`src/logic/ml_pkg.sv`:
```
package ml_pkg;

    // Source codes as carried on req_source and sel_source.
    typedef enum logic [1:0] {
        SRC_DIS = 2'd0,  // discrete inputs.
        SRC_DIN = 2'd1,  // digital inputs.
        SRC_CR  = 2'd2,  // counter register.
        SRC_TS  = 2'd3   // telemetry status.
    } source_e;

    // Phases of one bit time, in the order the timer steps through them.
    typedef enum logic [1:0] {
        PH_W = 2'd0,  // w2 slot, discretes and telemetry are gated here.
        PH_X = 2'd1,  // x2 slot, counter bits are gated here.
        PH_Y = 2'd2,  // y7 slot, digital inputs are gated here.
        PH_Z = 2'd3   // z2 slot, the word takes the bit and the latch may reset.
    } phase_e;

    // Sampled word width unless the top level sets another.
    parameter int DEFAULT_WORD_BITS = 16;

    // The bit index covers words of up to 32 bits.
    parameter int BIT_CNT_W = 5;

endpackage

```
`src/logic/ml_shift_register.sv`:
```
`timescale 1ns/1ps
`default_nettype none

module ml_shift_register #(
    parameter int WORD_BITS = ml_pkg::DEFAULT_WORD_BITS
) (
    input  wire                         sim_clk,
    input  wire                         rst_n,
    input  wire                         clear_word,
    input  ml_pkg::phase_e              phase,
    input  wire [ml_pkg::BIT_CNT_W-1:0] bit_idx,
    input  wire                         ml_bit,
    output logic [WORD_BITS-1:0]        word
);
    import ml_pkg::*;

    logic take_bit;

    // The latch still holds the bit on this edge, before the reset term acts.
    assign take_bit = (phase == PH_Z);

    always_ff @(posedge sim_clk) begin
        if (!rst_n || clear_word) begin
            word <= '0;
        end else if (take_bit) begin
            for (int i = 0; i < WORD_BITS; i++) begin
                if (bit_idx == BIT_CNT_W'(i)) begin
                    word[i] <= ml_bit;
                end
            end
        end
    end

endmodule
`default_nettype wire

```
`src/logic/phase_timer.sv`:
```
`timescale 1ns/1ps
`default_nettype none

module phase_timer #(
    parameter int WORD_BITS = ml_pkg::DEFAULT_WORD_BITS
) (
    input  wire                          sim_clk,
    input  wire                          rst_n,
    input  wire                          run,
    output ml_pkg::phase_e               phase,
    output logic [ml_pkg::BIT_CNT_W-1:0] bit_idx,
    output logic                         last_bit
);
    import ml_pkg::*;

    localparam logic [BIT_CNT_W-1:0] LAST_IDX = BIT_CNT_W'(WORD_BITS - 1);

    logic bit_done;

    assign bit_done = (phase == PH_Z);  // the phase count carries into the bit count here.

    always_ff @(posedge sim_clk) begin
        if (!rst_n || !run) begin
            phase   <= PH_W;  // each word starts at the w2 slot of bit 0.
            bit_idx <= '0;
        end else begin
            phase <= phase_e'(phase + 2'd1);
            if (bit_done) begin
                if (bit_idx == LAST_IDX) begin
                    bit_idx <= '0;
                end else begin
                    bit_idx <= bit_idx + 1'b1;
                end
            end
        end
    end

    // Marks the z2 slot of the final bit of the word.
    assign last_bit = bit_done && (bit_idx == LAST_IDX);

endmodule
`default_nettype wire

```
`src/logic/sample_sequencer.sv`:
```
`timescale 1ns/1ps
`default_nettype none

module sample_sequencer #(
    parameter int WORD_BITS = ml_pkg::DEFAULT_WORD_BITS
) (
    input  wire             sim_clk,
    input  wire             rst_n,
    input  wire             req_valid,
    output logic            req_ready,
    input  ml_pkg::source_e req_source,
    output logic            rsp_valid,
    input  wire             rsp_ready,
    input  wire             last_bit,
    output logic            run,
    output ml_pkg::source_e sel_source,
    output logic            clear_word
);
    import ml_pkg::*;

    typedef enum logic [1:0] {
        IDLE    = 2'd0,
        SAMPLE  = 2'd1,
        RESPOND = 2'd2
    } state_e;

    state_e state;
    state_e state_next;
    logic   last_seen;
    logic   accept;

    // A word must fit the bit index of the timer.
    if (WORD_BITS < 1 || WORD_BITS > (2 ** BIT_CNT_W)) begin : g_width_check
        $error("WORD_BITS does not fit the bit index.");
    end

    assign req_ready  = (state == IDLE);
    assign rsp_valid  = (state == RESPOND);
    assign accept     = req_valid && req_ready;
    assign clear_word = accept;  // the word is cleared on the accepting edge.

    // The timer stops once the final bit has been taken.
    assign run = (state == SAMPLE) && !last_seen;

    always_comb begin
        state_next = state;
        case (state)
            IDLE: begin
                if (accept) begin
                    state_next = SAMPLE;
                end
            end
            SAMPLE: begin
                if (last_seen) begin
                    state_next = RESPOND;  // one cycle after last_bit.
                end
            end
            RESPOND: begin
                if (rsp_ready) begin
                    state_next = IDLE;
                end
            end
            default: begin
                state_next = IDLE;
            end
        endcase
    end

    always_ff @(posedge sim_clk) begin
        if (!rst_n) begin
            state <= IDLE;
        end else begin
            state <= state_next;
        end
    end

    always_ff @(posedge sim_clk) begin
        if (!rst_n || state != SAMPLE) begin
            last_seen <= 1'b0;
        end else if (last_bit) begin
            last_seen <= 1'b1;
        end
    end

    always_ff @(posedge sim_clk) begin
        if (!rst_n) begin
            sel_source <= SRC_CR;  // counter bits are never gated in the idle w2 slot.
        end else if (accept) begin
            sel_source <= req_source;
        end
    end

endmodule
`default_nettype wire

```
`src/logic/sampler_top.sv`:
```
`timescale 1ns/1ps
`default_nettype none

module sampler_top #(
    parameter int WORD_BITS = ml_pkg::DEFAULT_WORD_BITS
) (
    input  wire                  sim_clk,
    input  wire                  rst_n,
    input  wire                  req_valid,
    output logic                 req_ready,
    input  ml_pkg::source_e      req_source,
    input  wire [WORD_BITS-1:0]  dis,
    input  wire [WORD_BITS-1:0]  din,
    input  wire [WORD_BITS-1:0]  cr,
    input  wire [WORD_BITS-1:0]  ts,
    input  wire                  resmv,
    output logic                 rsp_valid,
    input  wire                  rsp_ready,
    output logic [WORD_BITS-1:0] rsp_word
);
    import ml_pkg::*;

    logic                 run;
    phase_e               phase;
    logic [BIT_CNT_W-1:0] bit_idx;
    logic                 last_bit;
    source_e              sel_source;
    logic                 clear_word;
    logic                 ml_bit;

    phase_timer #(
        .WORD_BITS (WORD_BITS)
    ) i_phase_timer (
        .sim_clk  (sim_clk),
        .rst_n    (rst_n),
        .run      (run),
        .phase    (phase),
        .bit_idx  (bit_idx),
        .last_bit (last_bit)
    );

    sample_sequencer #(
        .WORD_BITS (WORD_BITS)
    ) i_sample_sequencer (
        .sim_clk    (sim_clk),
        .rst_n      (rst_n),
        .req_valid  (req_valid),
        .req_ready  (req_ready),
        .req_source (req_source),
        .rsp_valid  (rsp_valid),
        .rsp_ready  (rsp_ready),
        .last_bit   (last_bit),
        .run        (run),
        .sel_source (sel_source),
        .clear_word (clear_word)
    );

    source_gate #(
        .WORD_BITS (WORD_BITS)
    ) i_source_gate (
        .sim_clk    (sim_clk),
        .rst_n      (rst_n),
        .phase      (phase),
        .bit_idx    (bit_idx),
        .sel_source (sel_source),
        .dis        (dis),
        .din        (din),
        .cr         (cr),
        .ts         (ts),
        .resmv      (resmv),
        .ml_bit     (ml_bit)
    );

    ml_shift_register #(
        .WORD_BITS (WORD_BITS)
    ) i_ml_shift_register (
        .sim_clk    (sim_clk),
        .rst_n      (rst_n),
        .clear_word (clear_word),
        .phase      (phase),
        .bit_idx    (bit_idx),
        .ml_bit     (ml_bit),
        .word       (rsp_word)  // held steady while the response waits.
    );

endmodule
`default_nettype wire

```
`src/logic/source_gate.sv`:
```
`timescale 1ns/1ps
`default_nettype none

module source_gate #(
    parameter int WORD_BITS = ml_pkg::DEFAULT_WORD_BITS
) (
    input  wire                         sim_clk,
    input  wire                         rst_n,
    input  ml_pkg::phase_e              phase,
    input  wire [ml_pkg::BIT_CNT_W-1:0] bit_idx,
    input  ml_pkg::source_e             sel_source,
    input  wire [WORD_BITS-1:0]         dis,
    input  wire [WORD_BITS-1:0]         din,
    input  wire [WORD_BITS-1:0]         cr,
    input  wire [WORD_BITS-1:0]         ts,
    input  wire                         resmv,
    output logic                        ml_bit
);
    import ml_pkg::*;

    logic w2;
    logic x2;
    logic y7;
    logic z2;
    logic v1;
    logic dis_bit;
    logic din_bit;
    logic cr_bit;
    logic ts_bit;
    logic set_term;
    logic res_term;
    logic ml;
    logic ml_n;
    logic ml_d;

    assign w2 = (phase == PH_W);
    assign x2 = (phase == PH_X);
    assign y7 = (phase == PH_Y);
    assign z2 = (phase == PH_Z);

    always_comb begin
        dis_bit = 1'b0;
        din_bit = 1'b0;
        cr_bit  = 1'b0;
        ts_bit  = 1'b0;
        for (int i = 0; i < WORD_BITS; i++) begin
            if (bit_idx == BIT_CNT_W'(i)) begin
                dis_bit = dis[i];
                din_bit = din[i];
                cr_bit  = cr[i];
                ts_bit  = ts[i];
            end
        end
    end

    // One product term per source, each in its own phase slot.
    assign set_term = (w2 && sel_source == SRC_DIS && dis_bit)
                   || (w2 && sel_source == SRC_TS && ts_bit)
                   || (x2 && sel_source == SRC_CR && cr_bit)
                   || (y7 && sel_source == SRC_DIN && din_bit);

    assign res_term = z2 && resmv;

    // The hold pulse drops in the reset slot and at the start of a word.
    assign v1 = !res_term && !(w2 && bit_idx == '0);

    assign ml_d = set_term || (v1 && !ml_n);

    always_ff @(posedge sim_clk) begin
        if (!rst_n) begin
            ml   <= 1'b0;
            ml_n <= 1'b1;
        end else begin
            ml   <= ml_d;
            ml_n <= !ml_d;
        end
    end

    assign ml_bit = ml;  // valid through the z2 slot of each bit.

endmodule
`default_nettype wire

```
`config.mk`:
```
export PLATFORM = sky130hd
export DESIGN_NAME = sampler_top
export DESIGN_NICKNAME = d
export VERILOG_FILES = /design/src/logic/ml_pkg.sv /design/src/logic/ml_shift_register.sv /design/src/logic/phase_timer.sv /design/src/logic/sample_sequencer.sv /design/src/logic/sampler_top.sv /design/src/logic/source_gate.sv
export SDC_FILE = /design/constraint.sdc
export NUM_CORES = 1
export LEC_CHECK = 0
export BUFFER_PORTS_ARGS = -buffer_cell sky130_fd_sc_hd__buf_2
export CAP_MARGIN = 15
export CORE_ASPECT_RATIO = 0.8
export CORE_MARGIN = 3
export CORE_UTILIZATION = 54
export DETAILED_ROUTE_END_ITERATION = 16
export PLACE_DENSITY = 0.88
export RECOVER_POWER = 100
export SETUP_SLACK_MARGIN = 0.3
export SYNTH_ARGS = -nofsm -noshare
export SYNTH_HDL_FRONTEND = slang
export SYNTH_SLANG_ARGS = --single-unit
```
`constraint.sdc`:
```
create_clock -name sim_clk -period 6.42 [get_ports sim_clk]
set_clock_uncertainty 0.05 [all_clocks]
set_input_delay 0.642 -clock sim_clk [delete_from_list [all_inputs] [get_ports sim_clk]]
set_output_delay 0.642 -clock sim_clk [all_outputs]
set_load 0.01 [all_outputs]
```
==> impl_summary.md <==
Global route
For this run, global-route usage on met2 was measured as 0.482. In this run the most used layer during global routing was met2. The initial antenna violation count is 0.

The met3 track demand over resource is 0.0764. The via count of the first global-routing pass came to 2,473. The met1 capacity usage during global routing is 0.380. The sum of overflow across all layers after global routing is 0.

The pin count of the biggest net entering global routing is 30. The global-route wire length before repair is 11,800 µm. Across every metal layer, demand over resource in global routing totals 0.290.

Floorplanning
The area enclosed by the die boundary is 5180 µm². Measured along the y axis, the die boundary spans 65.0 µm. The core region is 3980 µm². The floorplan step set the die width to 79.7 µm. The number of top-level design ports is 89.

The initialized floorplan defines 20 standard-cell rows. The initial core utilization is 0.590.

STA
Counting I/O delays and the setup requirement, the final critical path takes 2.68 ns. Setup violations remaining at the end of the flow were counted as 0. At the pin with the least slew margin, the transition time is 1.11 ns. The achievable frequency is 373 MHz. Dividing the final minimum period by the clock period gives 0.418. The max-slew violation count came to 0. Summed over all failing endpoints, the final setup total negative slack is 0 ns. Setup repair after global routing left no endpoint under its margin. The worst slew slack as a fraction of its limit is 0.259. The final count of hold timing violations is 0.

Power
Of the total power, registers draw 0.510. The share of total power dissipated in the clock network is 0.376. Of the total power, the share spent switching nets is 0.241.

IR analysis of the VDD net gives a maximum drop of 0.123 mV. The logic gate share of total power is 0.114. The power density over the cells is 137 nW/µm². The total power consumption of the routed design is 0.378 mW.

The internal power of the cells totals 0.287 mW. The standby leakage power is 1.15 nW. In this run the power spent charging and discharging nets is 0.0912 mW.

Clock network
The total of cells resized after clock tree synthesis is 0. TritonCTS built the clock tree. The clock latency at the later pin of the worst-skew pair is 0.28 ns. The post-CTS repair timing setup buffer count is 0. The H-tree generated during clock tree synthesis spans 2 levels. The longest clock path from root to sink contains 2 buffers. The clock root buffer is sky130_fd_sc_hd__clkbuf_8. The number of clock buffers inserted by TritonCTS is 5. The number of buffers added to fix hold violations after cts is 0.

The clock sink count is 30. The clock slew seen by the registers of the worst setup and hold paths is 0.06 ns.

Finish
The layout has 357 filler cells. The area growth from synthesis to layout is 17.3%. For this run, the number of standard cells in the final layout without fillers is 425. The final antenna diode count is 0. After routing the design area is 2750 µm².

Of the cells placed in the final design, the portion with a size suffix greater than 1 is 0.235. The net count reported at finish is 449.

Setup path
Of all nets on the critical path, the largest fanout is 23. Walking the worst path, the cells encountered are ha_1 > nand2b_1 > o221ai_1 > a221oi_1 > nor4_1 > o22a_1 > and3_1. The critical path is of the reg2reg type. The end of the worst register-to-register path is i_source_gate.ml_n. The depth of the most critical reg-to-reg path is 7. In this design, the largest share of critical-path delay is due to adder cells.

The kind of launch point of the worst setup path is a flip-flop. The setup check on the worst reg-to-reg path leaves a slack of 3.74 ns. The slowest stage of the critical path belongs to the cell sky130_fd_sc_hd__ha_1. STA puts the critical path data required time at 6.60 ns. STA classifies the critical path endpoint as a flip-flop.

On the worst path, the slowest cell contributes a delay of 0.78 ns. Data on the critical path arrives at its endpoint at 2.86 ns. The startpoint identified for the worst register-to-register timing path is i_phase_timer.bit_idx[0]. The count of buffering cells on the critical path with inverters included is 0.

Min path
In this run the worst hold path is classified as reg2reg. The worst min-delay path endpoint is i_ml_shift_register.word[9]. In this run the most critical hold path is launched from i_ml_shift_register.word[9]. The number of cells on the worst hold path is 2.

Logic synthesis
Of the total synthesized cell area, the portion taken by AND, OR, NAND and NOR gates is 0.314. The async set or reset register ratio after synthesis is 0. The share of the synthesized netlist area taken by xor and xnor gates is 0.00746. Of the total synthesized cell area, the portion taken by full adders, half adders and majority gates is 0.0426. The share of synthesized area occupied by flip-flops and latches is 0.256. The compound-gate portion of the synthesized area came to 0.229.

The mux cell area share after synthesis is 0.0597. The average cell area after synthesis is 7.91 µm². For this run, the leading register cell type out of synthesis is sky130_fd_sc_hd__dfxtp_1.

The number of synthesis warnings is 0. Summing every instance area after synthesis gives 2350 µm². The number of nets in the synthesized netlist is 376. The count of mapped cells out of synthesis is 297.

The post-synthesis cell type count is 61. After synthesis, the largest family of logic cells by area is simple AND/OR/NAND/NOR gates. The number of synthesized register bits is 30.

In this run, synthesis inferred 0 flip-flops with an integrated enable.

Routing
The number of nets with antenna violations after detailed routing is 0. The average wire per standard cell is 17.7 µm. After the first detailed-routing iteration, the DRC count stood at 238. The first detailed-routing pass ran for 7 iterations.

The wire length after detailed routing is 7520 µm. Detailed routing inserted a total of 2,684 vias. The via density per instance is 6.32. In the routed design, unresolved DRC markers number 0.

Placement
The placed instances occupy a cell area of 2710 µm². Detailed placement ended at an HPWL of 5520 µm. During placement, the flow inserted port buffers numbering 88. The weighted congestion reported at the end of routability-driven placement is 0.938. Once placement completed, the tool counted placed cells totaling 418.

Flow run
The max-cap check violation count is 0.

Status
The flow ran to the end, and the final reports show no timing, DRC or antenna violations.
[cells in the final DEF, fill, tap and decap left out, drive strengths merged, types with 11 or more instances in the layout]
cell	count
a21oi	17
nor2	28
mux2i	14
o21ai	11
buf	71
inv	12
dfxtp	30
clkbuf	27
nand2	26
nand3	23
[synth_stat cells (5+ instances only)]
library cell / number / area share
sky130_fd_sc_hd__clkbuf_1: 6 / 0.0096
sky130_fd_sc_hd__mux2i_1: 14 / 0.060
sky130_fd_sc_hd__a221oi_1: 5 / 0.019
sky130_fd_sc_hd__dfxtp_1: 30 / 0.26
sky130_fd_sc_hd__inv_1: 11 / 0.018
sky130_fd_sc_hd__buf_2: 7 / 0.015
sky130_fd_sc_hd__a211oi_1: 6 / 0.019
sky130_fd_sc_hd__o22ai_1: 5 / 0.013
sky130_fd_sc_hd__nor2b_1: 8 / 0.021
sky130_fd_sc_hd__o21ai_0: 11 / 0.023
sky130_fd_sc_hd__a21oi_1: 17 / 0.036
sky130_fd_sc_hd__nor2_1: 28 / 0.045
sky130_fd_sc_hd__nand2_1: 26 / 0.042
sky130_fd_sc_hd__nand2b_1: 5 / 0.013
sky130_fd_sc_hd__ha_1: 8 / 0.043
sky130_fd_sc_hd__nand3_1: 23 / 0.049
[state kept, by name, indices dropped and copies added, names as in the netlist]
register	flops
i_phase_timer.bit_idx	5
i_source_gate.ml_n	1
i_sample_sequencer.state	2
i_ml_shift_register.word	16
i_phase_timer.phase	2
i_sample_sequencer.last_seen	1
i_source_gate.ml_bit	1
i_sample_sequencer.sel_source	2
[metal layers]
layer,share of wire,vias to the layer above
met3,0.11,13
met2,0.47,160
li1,-,1250
met5,0,-
met1,0.41,1261
met4,0.012,0
[worst max-delay path by stage]
stage | from | to | cells past startpoint | slack [ns]
2_1_floorplan | i_phase_timer.bit_idx[0] | i_source_gate.ml_n | 9 | 4.31
3_3_place_gp | i_phase_timer.bit_idx[3] | i_source_gate.ml_n | 5 | 3.71
3_5_place_dp | i_phase_timer.bit_idx[0] | i_source_gate.ml_n | 8 | 3.79
4_1_cts | i_phase_timer.bit_idx[0] | i_source_gate.ml_n | 8 | 3.78
5_1_grt | i_phase_timer.bit_idx[0] | i_source_gate.ml_n | 7 | 3.51
6_report | i_phase_timer.bit_idx[0] | i_source_gate.ml_n | 7 | 3.74
[power groups by stage]
stage / registers (mW) / clock network [mW] / logic (mW)
CTS: 0.193 / 0.144 / 0.0431
floorplan: 0.194 / 0 / 0.0185
detailed placement: 0.197 / 0 / 0.0428
finish: 0.193 / 0.142 / 0.0432
global placement: 0.197 / 0 / 0.0422
global route: 0.193 / 0.153 / 0.0473
[tightest hold or removal path, cell delays in order (launching register included)]
cell	delay, ns
sky130_fd_sc_hd__dfxtp_1	0.31
sky130_fd_sc_hd__nand2_1	0.05
sky130_fd_sc_hd__a21oi_1	0.05
[final cells by class]
cell class | count | area, µm² | area share
clock buffers | 7 | 76.3 | 0.0277
flip-flops and latches | 30 | 601 | 0.218
multi-input cells | 230 | 1530 | 0.554
repair buffers | 91 | 438 | 0.159
inverters | 12 | 45.0 | 0.0164
well taps | 55 | 68.8 | 0.0250
[through the flow]
step | setup slack, ns | util | hold WS, ns
6_report | 3.74 | 0.692 | 0.405
5_1_grt | 3.51 | 0.692 | 0.426
4_1_cts | 3.78 | 0.700 | 0.402
3_5_place_dp | 3.79 | 0.681 | 0.393
3_3_place_gp | 3.71 | 0.679 | 0.390
2_1_floorplan | 4.31 | - | 0.383
[logic make-up (layout without fill, tap and decap cells)]
logic type                 Yosys count  after routing
DFF                                 30             30
adders and majority gates            8              8
buffers and inverters               37            110
and+or+nand+nor                    131            131
AOI/OAI and AO/OA                   75             75
muxes                               14             14
xor gates and xnor gates             2              2
(Power assumes the default switching activity.)
